[src/include/rv32_opcodes.svh]
`ifndef RV32_OPCODES_SVH
`define RV32_OPCODES_SVH

// Major opcodes, bits 6:0.
`define OP_LUI    7'b0110111
`define OP_AUIPC  7'b0010111
`define OP_JAL    7'b1101111
`define OP_JALR   7'b1100111
`define OP_BRANCH 7'b1100011
`define OP_LOAD   7'b0000011
`define OP_STORE  7'b0100011
`define OP_IMM    7'b0010011
`define OP_REG    7'b0110011

// Branch funct3.
`define F3_BEQ  3'b000
`define F3_BNE  3'b001
`define F3_BLT  3'b100
`define F3_BGE  3'b101
`define F3_BLTU 3'b110
`define F3_BGEU 3'b111

// Load and store funct3, bit 2 marks unsigned loads.
`define F3_LB  3'b000
`define F3_LH  3'b001
`define F3_LW  3'b010
`define F3_LBU 3'b100
`define F3_LHU 3'b101
`define F3_SB  3'b000
`define F3_SH  3'b001
`define F3_SW  3'b010

// ALU funct3.
`define F3_ADD  3'b000
`define F3_SLL  3'b001
`define F3_SLT  3'b010
`define F3_SLTU 3'b011
`define F3_XOR  3'b100
`define F3_SR   3'b101
`define F3_OR   3'b110
`define F3_AND  3'b111

`define F7_ALT 7'b0100000

`endif
[src/hdl/exec_pkg.sv]
package exec_pkg;

	////////////////////
	// Widths and depths.
	localparam int XLEN = 32;
	localparam int TAG_W = 8;
	localparam int QUEUE_DEPTH = 4; // Also the upstream credits at reset.
	localparam int OUT_CREDITS = 4; // Downstream credits at reset.

	localparam int QUEUE_PTR_W = $clog2(QUEUE_DEPTH);
	localparam int QUEUE_CNT_W = $clog2(QUEUE_DEPTH + 1);
	localparam int CREDIT_W = $clog2(OUT_CREDITS + 1);

	////////////////////
	// Enums.
	typedef enum logic [3:0] {
		ALU_ADD, ALU_SUB, ALU_SLL, ALU_SLT, ALU_SLTU, ALU_XOR, ALU_SRL, ALU_SRA, ALU_OR, ALU_AND
	} alu_op_t;

	// Encoded as the access size in bytes.
	typedef enum logic [2:0] {
		MEM_NONE = 3'd0,
		MEM_BYTE = 3'd1,
		MEM_HALF = 3'd2,
		MEM_WORD = 3'd4
	} mem_width_t;

	typedef enum logic [1:0] {
		OPA_RS1,
		OPA_PC,
		OPA_ZERO // LUI only.
	} opa_sel_t;

	////////////////////
	// Structs.
	typedef struct packed {
		logic [TAG_W-1:0] tag;
		logic [XLEN-1:0] pc;
		logic [XLEN-1:0] instruction;
		logic [XLEN-1:0] rs1;
		logic [XLEN-1:0] rs2;
	} issue_t;

	typedef struct packed {
		logic [XLEN-1:0] imm;
		alu_op_t alu_op;
		opa_sel_t op_a; // Operand a source.
		logic op_b_imm; // Operand b is the immediate, else rs2.
		logic [4:0] rd;
		logic rd_write;
		logic load;
		logic store;
		mem_width_t width;
		logic is_signed;
		logic branch;
		logic [2:0] br_cond; // Branch funct3.
		logic jal;
		logic jalr;
		logic illegal;
	} decode_t;

endpackage

[src/hdl/exec_issue_if.sv]
interface exec_issue_if;

	logic valid; // Head entry present.
	exec_pkg::issue_t item; // Head entry.
	logic take; // Pop this cycle.

	modport queue (
		output valid,
		output item,
		input take
	);

	modport stage (
		input valid,
		input item,
		output take
	);

endinterface

[src/hdl/exec_cluster.sv]
module exec_cluster (
	input logic i_clock,
	input logic i_reset,

	// Upstream.
	input logic i_issue_valid,
	input logic [exec_pkg::TAG_W-1:0] i_tag,
	input logic [exec_pkg::XLEN-1:0] i_pc,
	input logic [exec_pkg::XLEN-1:0] i_instruction,
	input logic [exec_pkg::XLEN-1:0] i_rs1,
	input logic [exec_pkg::XLEN-1:0] i_rs2,
	output logic o_issue_credit,

	// Downstream.
	output logic o_result_valid,
	output logic [exec_pkg::TAG_W-1:0] o_tag,
	output logic [4:0] o_rd_index,
	output logic o_rd_write,
	output logic [exec_pkg::XLEN-1:0] o_rd_value,
	output logic o_branch,
	output logic [exec_pkg::XLEN-1:0] o_pc_next,
	output logic o_mem_read,
	output logic o_mem_write,
	output exec_pkg::mem_width_t o_mem_width,
	output logic o_mem_signed,
	output logic [exec_pkg::XLEN-1:0] o_mem_address,
	output logic o_error,
	input logic i_result_credit
);

	exec_pkg::issue_t issue_item;

	assign issue_item = '{tag: i_tag, pc: i_pc, instruction: i_instruction, rs1: i_rs1, rs2: i_rs2};

	exec_issue_if u_issue_if ();

	issue_queue u_issue_queue (
		.i_clock(i_clock),
		.i_reset(i_reset),
		.i_push(i_issue_valid),
		.i_item(issue_item),
		.o_credit(o_issue_credit),
		.q(u_issue_if.queue)
	);

	execute_stage u_execute_stage (
		.i_clock(i_clock),
		.i_reset(i_reset),
		.s(u_issue_if.stage),
		.i_result_credit(i_result_credit),
		.o_result_valid(o_result_valid),
		.o_tag(o_tag),
		.o_rd_index(o_rd_index),
		.o_rd_write(o_rd_write),
		.o_rd_value(o_rd_value),
		.o_branch(o_branch),
		.o_pc_next(o_pc_next),
		.o_mem_read(o_mem_read),
		.o_mem_write(o_mem_write),
		.o_mem_width(o_mem_width),
		.o_mem_signed(o_mem_signed),
		.o_mem_address(o_mem_address),
		.o_error(o_error)
	);

endmodule

[src/hdl/execute_stage.sv]
module execute_stage (
	input logic i_clock,
	input logic i_reset,
	exec_issue_if.stage s,
	input logic i_result_credit,

	output logic o_result_valid,
	output logic [exec_pkg::TAG_W-1:0] o_tag,
	output logic [4:0] o_rd_index,
	output logic o_rd_write,
	output logic [exec_pkg::XLEN-1:0] o_rd_value,
	output logic o_branch,
	output logic [exec_pkg::XLEN-1:0] o_pc_next,
	output logic o_mem_read,
	output logic o_mem_write,
	output exec_pkg::mem_width_t o_mem_width,
	output logic o_mem_signed,
	output logic [exec_pkg::XLEN-1:0] o_mem_address,
	output logic o_error
);

	exec_pkg::decode_t dec;
	logic [exec_pkg::XLEN-1:0] alu_op1;
	logic [exec_pkg::XLEN-1:0] alu_op2;
	logic [exec_pkg::XLEN-1:0] alu_result;
	logic [exec_pkg::XLEN-1:0] pc_plus4;
	logic [exec_pkg::XLEN-1:0] pc_target;
	logic [exec_pkg::CREDIT_W-1:0] credits;
	logic take;
	logic cond;
	logic taken;

	inst_decoder u_decoder (
		.i_instruction(s.item.instruction),
		.o_dec(dec)
	);

	always_comb begin
		case (dec.op_a)
			exec_pkg::OPA_PC: alu_op1 = s.item.pc;
			exec_pkg::OPA_ZERO: alu_op1 = '0;
			default: alu_op1 = s.item.rs1;
		endcase
	end

	assign alu_op2 = dec.op_b_imm ? dec.imm : s.item.rs2;

	exec_alu u_alu (
		.i_op(dec.alu_op),
		.i_op1(alu_op1),
		.i_op2(alu_op2),
		.o_result(alu_result)
	);

	////////////////////
	// Control flow.
	assign pc_plus4 = s.item.pc + 32'd4;
	assign pc_target = s.item.pc + dec.imm; // JAL and branches.
	assign cond = (dec.br_cond[2] ? alu_result[0] : (alu_result == '0)) ^ dec.br_cond[0];
	assign taken = dec.branch && cond;

	assign take = s.valid && (credits != '0);
	assign s.take = take;

	always_ff @(posedge i_clock) begin
		if (i_reset) begin
			credits <= exec_pkg::CREDIT_W'(exec_pkg::OUT_CREDITS);
		end
		else if (take && !i_result_credit) begin
			credits <= credits - 1'b1;
		end
		else if (!take && i_result_credit) begin
			credits <= credits + 1'b1;
		end
	end

	always_ff @(posedge i_clock) begin
		if (i_reset) begin
			o_result_valid <= 1'b0;
			o_rd_write <= 1'b0;
			o_branch <= 1'b0;
			o_mem_read <= 1'b0;
			o_mem_write <= 1'b0;
			o_error <= 1'b0;
		end
		else begin
			o_result_valid <= take;
			o_rd_write <= take && dec.rd_write && (dec.rd != 5'd0); // x0 is never written.
			o_branch <= take && (taken || dec.jal || dec.jalr);
			o_mem_read <= take && dec.load;
			o_mem_write <= take && dec.store;
			o_error <= take && dec.illegal;
		end
	end

	always_ff @(posedge i_clock) begin
		if (take) begin
			o_tag <= s.item.tag;
			o_rd_index <= dec.rd;
			o_mem_width <= dec.width;
			o_mem_signed <= dec.is_signed;
			o_mem_address <= (dec.load || dec.store) ? alu_result : '0;

			if (dec.jal || dec.jalr) begin
				o_rd_value <= pc_plus4; // Link address.
			end
			else if (dec.store) begin
				o_rd_value <= s.item.rs2;
			end
			else begin
				o_rd_value <= alu_result;
			end

			if (dec.jalr) begin
				o_pc_next <= {alu_result[exec_pkg::XLEN-1:1], 1'b0};
			end
			else if (dec.jal || taken) begin
				o_pc_next <= pc_target;
			end
			else begin
				o_pc_next <= pc_plus4;
			end
		end
	end

	////////////////////
	a_credit_bound: assert property (@(posedge i_clock) disable iff (i_reset)
		credits <= exec_pkg::CREDIT_W'(exec_pkg::OUT_CREDITS));

	a_mem_onehot: assert property (@(posedge i_clock) disable iff (i_reset)
		!(o_mem_read && o_mem_write));

endmodule

[src/hdl/exec_alu.sv]
module exec_alu (
	input exec_pkg::alu_op_t i_op,
	input logic [exec_pkg::XLEN-1:0] i_op1,
	input logic [exec_pkg::XLEN-1:0] i_op2,
	output logic [exec_pkg::XLEN-1:0] o_result
);

	logic [4:0] shamt;
	logic lt_signed;
	logic lt_unsigned;

	assign shamt = i_op2[4:0];
	assign lt_signed = $signed(i_op1) < $signed(i_op2);
	assign lt_unsigned = i_op1 < i_op2;

	always_comb begin
		case (i_op)
			exec_pkg::ALU_ADD: o_result = i_op1 + i_op2;
			exec_pkg::ALU_SUB: o_result = i_op1 - i_op2;
			exec_pkg::ALU_SLL: o_result = i_op1 << shamt;
			exec_pkg::ALU_SLT: o_result = {{(exec_pkg::XLEN-1){1'b0}}, lt_signed};
			exec_pkg::ALU_SLTU: o_result = {{(exec_pkg::XLEN-1){1'b0}}, lt_unsigned};
			exec_pkg::ALU_XOR: o_result = i_op1 ^ i_op2;
			exec_pkg::ALU_SRL: o_result = i_op1 >> shamt;
			exec_pkg::ALU_SRA: o_result = $unsigned($signed(i_op1) >>> shamt);
			exec_pkg::ALU_OR: o_result = i_op1 | i_op2;
			exec_pkg::ALU_AND: o_result = i_op1 & i_op2;
			default: o_result = '0;
		endcase
	end

endmodule

[src/hdl/inst_decoder.sv]
`include "rv32_opcodes.svh"

module inst_decoder (
	input logic [exec_pkg::XLEN-1:0] i_instruction,
	output exec_pkg::decode_t o_dec
);

	logic [6:0] opcode;
	logic [2:0] funct3;
	logic alt; // funct7 bit 5.

	logic [exec_pkg::XLEN-1:0] imm_i;
	logic [exec_pkg::XLEN-1:0] imm_s;
	logic [exec_pkg::XLEN-1:0] imm_b;
	logic [exec_pkg::XLEN-1:0] imm_u;
	logic [exec_pkg::XLEN-1:0] imm_j;

	function automatic exec_pkg::alu_op_t alu_from_f3(input logic [2:0] f3, input logic sub_sra);
		exec_pkg::alu_op_t op;
		case (f3)
			`F3_ADD: op = sub_sra ? exec_pkg::ALU_SUB : exec_pkg::ALU_ADD;
			`F3_SLL: op = exec_pkg::ALU_SLL;
			`F3_SLT: op = exec_pkg::ALU_SLT;
			`F3_SLTU: op = exec_pkg::ALU_SLTU;
			`F3_XOR: op = exec_pkg::ALU_XOR;
			`F3_SR: op = sub_sra ? exec_pkg::ALU_SRA : exec_pkg::ALU_SRL;
			`F3_OR: op = exec_pkg::ALU_OR;
			default: op = exec_pkg::ALU_AND;
		endcase
		return op;
	endfunction

	assign opcode = i_instruction[6:0];
	assign funct3 = i_instruction[14:12];
	assign alt = (i_instruction[31:25] == `F7_ALT);

	////////////////////
	// Immediates.
	assign imm_i = {{20{i_instruction[31]}}, i_instruction[31:20]};
	assign imm_s = {{20{i_instruction[31]}}, i_instruction[31:25], i_instruction[11:7]};
	assign imm_b = {{19{i_instruction[31]}}, i_instruction[31], i_instruction[7],
		i_instruction[30:25], i_instruction[11:8], 1'b0};
	assign imm_u = {i_instruction[31:12], 12'b0};
	assign imm_j = {{11{i_instruction[31]}}, i_instruction[31], i_instruction[19:12],
		i_instruction[20], i_instruction[30:21], 1'b0};

	always_comb begin
		o_dec = '0; // ADD, rs1 and rs2, no memory access.
		o_dec.rd = i_instruction[11:7];
		o_dec.br_cond = funct3;
		case (opcode)
			`OP_LUI: begin
				o_dec.imm = imm_u;
				o_dec.op_a = exec_pkg::OPA_ZERO;
				o_dec.op_b_imm = 1'b1;
				o_dec.rd_write = 1'b1;
			end
			`OP_AUIPC: begin
				o_dec.imm = imm_u;
				o_dec.op_a = exec_pkg::OPA_PC;
				o_dec.op_b_imm = 1'b1;
				o_dec.rd_write = 1'b1;
			end
			`OP_JAL: begin
				o_dec.imm = imm_j;
				o_dec.jal = 1'b1;
				o_dec.rd_write = 1'b1;
			end
			`OP_JALR: begin
				o_dec.imm = imm_i;
				o_dec.op_b_imm = 1'b1; // Target from rs1 plus imm.
				o_dec.jalr = 1'b1;
				o_dec.rd_write = 1'b1;
			end
			`OP_BRANCH: begin
				o_dec.imm = imm_b;
				o_dec.branch = 1'b1;
				case (funct3[2:1])
					2'b00: o_dec.alu_op = exec_pkg::ALU_SUB; // Equality from zero.
					2'b10: o_dec.alu_op = exec_pkg::ALU_SLT;
					default: o_dec.alu_op = exec_pkg::ALU_SLTU;
				endcase
			end
			`OP_LOAD, `OP_STORE: begin
				o_dec.imm = (opcode == `OP_LOAD) ? imm_i : imm_s;
				o_dec.op_b_imm = 1'b1;
				o_dec.load = (opcode == `OP_LOAD);
				o_dec.store = (opcode == `OP_STORE);
				o_dec.rd_write = (opcode == `OP_LOAD);
				o_dec.is_signed = (opcode == `OP_LOAD) && !funct3[2];
				case (funct3[1:0])
					2'b00: o_dec.width = exec_pkg::MEM_BYTE;
					2'b01: o_dec.width = exec_pkg::MEM_HALF;
					default: o_dec.width = exec_pkg::MEM_WORD;
				endcase
			end
			`OP_IMM: begin
				o_dec.imm = imm_i;
				o_dec.op_b_imm = 1'b1;
				o_dec.alu_op = alu_from_f3(funct3, (funct3 == `F3_SR) && i_instruction[30]);
				o_dec.rd_write = 1'b1;
			end
			`OP_REG: begin
				o_dec.alu_op = alu_from_f3(funct3, alt);
				o_dec.rd_write = 1'b1;
			end
			default: o_dec.illegal = 1'b1;
		endcase
	end

endmodule

[src/hdl/issue_queue.sv]
module issue_queue (
	input logic i_clock,
	input logic i_reset,
	input logic i_push,
	input exec_pkg::issue_t i_item,
	output logic o_credit,
	exec_issue_if.queue q
);

	exec_pkg::issue_t mem [exec_pkg::QUEUE_DEPTH];

	logic [exec_pkg::QUEUE_PTR_W-1:0] wr_ptr;
	logic [exec_pkg::QUEUE_PTR_W-1:0] rd_ptr;
	logic [exec_pkg::QUEUE_CNT_W-1:0] count;
	logic pop;

	function automatic logic [exec_pkg::QUEUE_PTR_W-1:0] next_ptr(
		input logic [exec_pkg::QUEUE_PTR_W-1:0] ptr
	);
		return (ptr == exec_pkg::QUEUE_PTR_W'(exec_pkg::QUEUE_DEPTH - 1)) ? '0 : ptr + 1'b1;
	endfunction

	assign pop = q.take;
	assign q.valid = (count != '0);
	assign q.item = mem[rd_ptr];

	always_ff @(posedge i_clock) begin
		if (i_push) begin
			mem[wr_ptr] <= i_item;
		end
	end

	always_ff @(posedge i_clock) begin
		if (i_reset) begin
			wr_ptr <= '0;
			rd_ptr <= '0;
			count <= '0;
			o_credit <= 1'b0;
		end
		else begin
			o_credit <= pop; // One credit per freed slot.
			if (i_push) begin
				wr_ptr <= next_ptr(wr_ptr);
			end
			if (pop) begin
				rd_ptr <= next_ptr(rd_ptr);
			end
			case ({i_push, pop})
				2'b10: count <= count + 1'b1;
				2'b01: count <= count - 1'b1;
				default: count <= count;
			endcase
		end
	end

	////////////////////
	// Upstream must hold a credit, and the stage must see valid.
	a_no_push_full: assert property (@(posedge i_clock) disable iff (i_reset)
		!(i_push && count == exec_pkg::QUEUE_CNT_W'(exec_pkg::QUEUE_DEPTH)));

	a_no_take_empty: assert property (@(posedge i_clock) disable iff (i_reset)
		!(q.take && count == '0));

endmodule

[config.mk]
export PLATFORM = sky130hd
export DESIGN_NAME = exec_cluster
export DESIGN_NICKNAME = d
export VERILOG_FILES = /design/src/hdl/exec_pkg.sv /design/src/hdl/exec_issue_if.sv /design/src/hdl/exec_cluster.sv /design/src/hdl/execute_stage.sv /design/src/hdl/exec_alu.sv /design/src/hdl/inst_decoder.sv /design/src/hdl/issue_queue.sv
export VERILOG_INCLUDE_DIRS = /design/src /design/src/include
export SDC_FILE = /design/constraint.sdc
export NUM_CORES = 1
export LEC_CHECK = 0
export BUFFER_PORTS_ARGS = -buffer_cell sky130_fd_sc_hd__clkbuf_2
export CORE_MARGIN = 8
export CORE_UTILIZATION = 30
export CTS_BUF_LIST = sky130_fd_sc_hd__clkbuf_2 sky130_fd_sc_hd__clkbuf_4 sky130_fd_sc_hd__clkbuf_8
export DETAILED_ROUTE_END_ITERATION = 10
export PLACE_DENSITY_LB_ADDON = 0.15
export REMOVE_ABC_BUFFERS = 1
export SLEW_MARGIN = 10
export SYNTH_ARGS = -nofsm -noshare
export SYNTH_HDL_FRONTEND = slang
export SYNTH_SLANG_ARGS = --single-unit
[constraint.sdc]
create_clock -name i_clock -period 26.6 [get_ports i_clock]
set_input_delay 1.33 -clock i_clock [delete_from_list [all_inputs] [get_ports i_clock]]
set_output_delay 1.33 -clock i_clock [all_outputs]
set_load 0.005 [all_outputs]
# After elaboration in Yosys (flattened, before gate mapping)
# Memory sizes are Yosys's and may differ from the RTL's. A register that Yosys moved wholly into a read port is not among the register bits.
# Cells that the tools add are included.
# classes
order_cmp,2
n_eq_ne,33
n_bitwise,4
shifts,3
add_sub_neg,10
reduce_logical,35
n_mux,36
# ops
operator,count
32-bit case mux with 10 select lines,1
32-bit two-way mux,5
32-bit case mux with 5 select lines,1
32-bit adder,2
32-bit < comparator,2
32-bit case mux with 2 select lines,1
4-bit case mux with 7 select lines,2
"32-bit by 3-bit adder with 32-bit output, second input constant",1
32-bit bitwise AND,1
32-bit logical NOT,1
32-bit OR,1
32-bit by 5-bit << shifter with 32-bit output,1
32-bit by 5-bit >> shifter with 32-bit output,1
32-bit by 5-bit >>> shifter with 32-bit output,1
32-bit subtractor,1
32-bit XOR,1
"7-bit by 6-bit equality test with 1-bit output, second input constant",4
"7-bit equality test, second input constant",3
3-bit case mux with 2 select lines,3
"4-bit by 3-bit equality test with 1-bit output, second input constant",4
"7-bit by 5-bit equality test with 1-bit output, second input constant",2
1-bit logical AND,12
1-bit two-way mux,12
4-bit case mux with 3 select lines,1
30 further kinds,59
# totals
ff_bits,129
n_memories,1
input_bits,140
ram_bits,544
elab_cells,142
# memory_table
memory,depth,word_bits,rd,rd_clocked_by_memory_dff,wr,line_no,rtl
u_issue_queue.mem,4,136,1,1,1,issue_queue.sv:10,exec_pkg::issue_t mem [exec_pkg::QUEUE_DEPTH];

# Depth between registers and ports, before layout
# depth
depth_word,14
depth_mapped,40
ltp_nobuf,30

# By module
# Synthesis repeated with hierarchy kept, for this count alone.
# hier_totals
cells_unflattened,2890
hier_area_um2,37340.8
# modules_own_cells
mod,cells_per_inst,area_each_um2,seq_area_each_um2,instances
issue_queue,760,20056.7,16535.9,1
exec_alu,1193,8315.5,0.0,1
execute_stage,812,8122.8,3573.4,1
inst_decoder,125,845.8,0.0,1

# Worst setup path before layout
# OpenSTA, ideal clock, no wires.
# synth_timing
path_type,register -> register
from,register with a tool-made name
to,"register u_execute_stage.o_pc_next[7] (netlist bit), data pin"
path_buffers,10
stages_incl_launch_ff,36
synth_period_minus_slack_ns,8.908
arrival_time_ns,8.651
setup_time_ns,0.257
slack_ns,17.692
cell_sequence,dfxtp_1 > buf_6 > buf_8 > mux4_2 > nor2_1 > buf_2 > buf_1 > clkbuf_1 > buf_1 > nand4_1 > ha_1 > inv_1 > clkbuf_1 > buf_1 > a22oi_1 > ha_1 > fa_1 > nor2b_1 > o31a_1 > o211ai_1 > o311a_1 > a211oi_1 > o31ai_1 > a211o_1 > a32oi_1 > xnor2_1 > a2111oi_1 > nand4_1 > nor4_1 > nand4_1 > mux2_4 > nor2_8 > buf_6 > buf_4 > mux2i_1 > nand2_1
# synth_lines
item,line_no,rtl
end signal: assignment,execute_stage.sv:115,"o_pc_next <= {alu_result[exec_pkg::XLEN-1:1], 1'b0};"
end signal: assignment,execute_stage.sv:118,o_pc_next <= pc_target;
end signal: assignment,execute_stage.sv:121,o_pc_next <= pc_plus4;
end: declaration,execute_stage.sv:13,"output logic [exec_pkg::XLEN-1:0] o_pc_next,"

==> metrics.sh <==
SYNTHADDERAREAFRAC_PCT=4.82
YS.FLOP_TYPE='sky130_fd_sc_hd__edfxtp_1'
NETLIST_INSTANCES=3361
YOSYSSEQAREASHARE_PCT=51.3
GRT_MAX_DEGREE=59
FLOORPLAN.DIE.HEIGHT_UM=377
POST_CTS.RESIZED_INSTANCES=0
TIMING.SETUP.CRITICAL_PATH_CLASS='register to register'
SYNTH_SEQ_CELLS=675
FIRST_PASS_DETAILED_ROUTE_ITERATION_TOTAL=8
MAX-CAP-VIOLATIONS=0
GRT_UTIL_ALL_LAYERS_PCT=21.8
TIMING.CRITICAL_PATH.ARRIVAL_NS=12.34
NETLIST_AREA_UM2=39200
GRT_PASS1_VIAS=30231
FMAX_MHz=84.7
PORT_BUFFERS=259
IR_WORST_VDD_uV=63.6
FILLER_CELLS=13093
WORST_EP_REQUIRED_TIME_NS=27.13
CTS_TREE='built'
POST_SYNTH_NUM_CELL_TYPES=111
TOTALWIRELENGTH_MM=160
NUMBER_OF_ANTENNA_VIOLATING_NETS_IN_THE_ROUTED_DESIGN=0
SYNTH_SIMPLE_GATE_AREA_SHARE_PCT=12.1
POSTSYNTH.ASYNCRESETSHARE_PCT=0
FLOORPLAN.ROWS=132
ROUTABILITYCONGESTION=1.03
FINAL-MAX-SLEW-VIOLATION-COUNT=0
SYNTH-EDFF-COUNT=657
DIEAREA_UM2=142000
POSTSYNTHAREAPERCELL_UM2=11.7
DETAILEDPLACEMENTHPWL_MM=119
VIASPERCELL=5.62
MIN_PERIOD_NS=11.80
WORST_PATH_CLK_SLEW_NS=0.06
FINALSETUPVIOLATIONS=0
TIMING.CRITICAL_PATH.MAX_DELAY_FAMILY='compound AO/OA/AOI/OAI gates'
MAX-CLOCK-PATH-BUFFERS=3
EFFECTIVE_UTILIZATION_AT_FLOORPLAN_PCT=30.3
TRITONCTS.NUM_BUFFERS=111
POWER.DENSITY_CELL_AREA_nW_PER_UM2=135
CLOCKROOTBUFFER='sky130_fd_sc_hd__clkbuf_8'
FINAL.PERIOD_UTILIZATION_PCT=44.4
CLOCK_SINKS=675
COMBINATIONAL_FAMILY_WITH_THE_MOST_AREA_AFTER_SYNTHESIS='compound AO/OA/AOI/OAI gates'
FINAL_CRITICAL_PATH_SETUP_SLACK_NS=14.80
SHARE_OF_POST_ROUTE_CELLS_WITH_DRIVE_STRENGTH_ABOVE_1_PCT=22.0
TOTAL_CONGESTION_OVERFLOW_AFTER_GLOBAL_ROUTING=0
WORST_SETUP_PATH_START_KIND='register'
CTS_SETUP_BUFFERS=0
DR_TOTAL_VIAS=30606
FINALCLOCKSKEW_NS=0.0629
DETAILEDROUTE.FIRSTITERATIONVIOLATIONS=3415
YS_WARN_COUNT=0
FINAL_COMMON_CELL='sky130_fd_sc_hd__edfxtp_1'
LAYOUT_AREA_OVERHEAD_PCT=13.8
ENDPOINT_TYPE_OF_THE_WORST_SETUP_PATH='register'
GRT_FIRST_PASS_WIRELENGTH_MM=227
CTS_HOLD_BUFFERS=0
RSZ0062_AT_GRT='no'
ANTENNA_FOUND_INITIAL=11
WORST-SLEW-PIN-TRANSITION_NS=1.21
HOLD_PATH.CLASS='register to register'
TIMING.CRITICAL_PATH.MODE_CELL='sky130_fd_sc_hd__nand4_1'
TIMING.MAX_SLEW.REL_SLACK_PCT=18.9
CRITPATHBUFINV=2
SYNTHMUXAREASHARE_PCT=10.7
FINAL_CELL_MIX='sky130_fd_sc_hd__edfxtp_1 (657), sky130_fd_sc_hd__nor2_1 (308), sky130_fd_sc_hd__clkbuf_2 (259)'
FINAL-HOLD-VIOLATION-COUNT=0
WORST_PATH_MAX_DELAY_CELL='sky130_fd_sc_hd__a2111oi_0'
DIE_WIDTH_UM=377
POST_SYNTH_XOR_AREA_FRACTION_PCT=1.81
COREAREA_UM2=129000
TNS_NS=0
CRITICAL-PATH-MAX-STAGE-DELAY_NS=1.00
PLACE_WORST_SETUP_SLACK_NS=14.90
WORST_SKEW_PAIR.LATE_LATENCY_NS=0.84
BOUNDARYPINS=260
WL_PER_CELL_UM=29.4
FINALNETCOUNT=3898
SYNTH-COMPOUND-AREA-SHARE_PCT=15.3
HTREE_NUM_LEVELS=3
P_LEAK_nW=16.3
WORSTPATHMAXFANOUT=53
DRT_DRC_VIOLATIONS_LEFT=0
STATUS='finished clean'
[logic make-up after synthesis]
family	count (synthesis)
flops	675
fa+ha+maj	148
simple gates	992
compound gates	871
mux	242
xor+xnor	81
buf+inv	352
[cell usage after synthesis (14+ instances only)]
cell,instances,area [µm²]
sky130_fd_sc_hd__inv_1,116,435
sky130_fd_sc_hd__ha_1,143,1790
sky130_fd_sc_hd__o21ai_0,177,886
sky130_fd_sc_hd__o21a_1,26,195
sky130_fd_sc_hd__a211o_1,18,158
sky130_fd_sc_hd__inv_2,22,82.6
sky130_fd_sc_hd__nor3_1,95,475
sky130_fd_sc_hd__o21ai_1,23,115
sky130_fd_sc_hd__a21o_1,28,210
sky130_fd_sc_hd__a22oi_2,15,188
sky130_fd_sc_hd__buf_6,19,214
sky130_fd_sc_hd__o211ai_1,52,390
sky130_fd_sc_hd__a31oi_1,47,294
sky130_fd_sc_hd__nand3_1,83,415
sky130_fd_sc_hd__nor2_1,311,1170
sky130_fd_sc_hd__nor4_1,22,138
sky130_fd_sc_hd__edfxtp_1,657,19700
sky130_fd_sc_hd__xor2_1,37,324
sky130_fd_sc_hd__or3_1,30,188
sky130_fd_sc_hd__buf_4,14,105
sky130_fd_sc_hd__dfxtp_1,18,360
sky130_fd_sc_hd__buf_1,32,120
sky130_fd_sc_hd__a21oi_1,183,916
sky130_fd_sc_hd__mux2_2,36,405
sky130_fd_sc_hd__o221ai_1,18,158
sky130_fd_sc_hd__nand4_1,35,219
sky130_fd_sc_hd__mux4_2,135,3040
sky130_fd_sc_hd__a211oi_1,39,293
sky130_fd_sc_hd__a22o_1,20,175
sky130_fd_sc_hd__buf_2,48,240
sky130_fd_sc_hd__and2_1,39,244
sky130_fd_sc_hd__xnor2_1,44,385
sky130_fd_sc_hd__o31ai_1,17,128
sky130_fd_sc_hd__a22oi_1,14,105
sky130_fd_sc_hd__nand2b_1,19,119
sky130_fd_sc_hd__mux2i_1,67,671
sky130_fd_sc_hd__and3_1,27,169
sky130_fd_sc_hd__nor2b_1,14,87.6
sky130_fd_sc_hd__nand2_1,255,957
sky130_fd_sc_hd__a221oi_1,19,166
sky130_fd_sc_hd__o22ai_1,29,181
sky130_fd_sc_hd__clkbuf_1,96,360
[area by class of cell]
cell class / count / area, µm² / share of cell area [%]
flip-flops and latches: 675 / 20100 / 45.1
multi-input cells: 2334 / 17600 / 39.4
well taps: 1742 / 2180 / 4.89
repair buffers: 346 / 1950 / 4.37
clock buffers: 151 / 1840 / 4.13
inverters: 142 / 533 / 1.20
clock inverters: 51 / 405 / 0.909
diodes: 6 / 15.0 / 0.0337
[tightest hold or removal path, delay by kind of cell, from the launching register on]
family,cells,cell delay [ns]
flip-flops,1,0.31
AO/OA/AOI/OAI,2,0.13
[power by group]
group          leakage [nW]  switching (W)  internal (W)  total, W
Combinational          8.83        0.00244       0.00118   0.00362
Clock                  1.19       0.000428      0.000493  0.000921
Sequential             6.24      0.0000832       0.00138   0.00147
Total                  16.3        0.00295       0.00306   0.00601
[per-layer routing]
layer	share of wire [%]	GRT usage (%)	up-vias	wire (µm)
met3	6.9	4.34	276	11000
met4	4.0	8.30	6	6370
met5	0.021	0	-	34
met1	43	29.1	15570	68600
li1	-	-	13525	-
met2	46	34.9	1229	74100
[stage by stage]
| step | total power, W | util (%) | hold WS [ns] | instances | instance area, µm² |
|---|---|---|---|---|---|
| 3_5_place_dp | 0.00504 | 32.7 | 0.487 | 5239 | 42300 |
| 4_1_cts | 0.00599 | 34.4 | 0.495 | 5441 | 44600 |
| 3_3_place_gp | 0.00506 | 32.7 | 0.476 | 5239 | 42300 |
| 2_1_floorplan | 0.00367 | - | 0.452 | 3151 | 38100 |
| 5_1_grt | 0.00631 | 34.4 | 0.547 | 5443 | 44600 |
| 6_report | 0.00601 | 34.4 | 0.495 | 5447 | 44600 |
[state kept, by name, summed over array words and instances (netlist names), named ones only]
register / cells
u_execute_stage.o_rd_write: 1
u_execute_stage.credits: 3
u_execute_stage.o_mem_signed: 1
u_execute_stage.o_rd_index: 5
u_execute_stage.o_pc_next: 32
u_execute_stage.o_error: 1
u_issue_queue.wr_ptr: 2
u_execute_stage.o_tag: 8
u_issue_queue.count: 3
u_execute_stage.o_result_valid: 1
u_issue_queue.mem: 544
u_execute_stage.o_rd_value: 32
u_execute_stage.o_mem_write: 1
u_execute_stage.o_branch: 1
u_issue_queue.rd_ptr: 2
u_execute_stage.o_mem_read: 1
u_execute_stage.o_mem_width: 3
u_execute_stage.o_mem_address: 32
[worst paths after layout]
path	from	slack, ns	cells past startpoint	to
hold / removal	u_issue_queue.count[2]	0.49	2	u_issue_queue.count[2]
setup reg to reg	register	14.80	27	u_execute_stage.o_pc_next[3]
hold reg to reg	u_issue_queue.count[2]	0.49	2	u_issue_queue.count[2]
setup / recovery	register	14.80	27	u_execute_stage.o_pc_next[3]
Note: power is estimated with default switching activity, not from simulation.
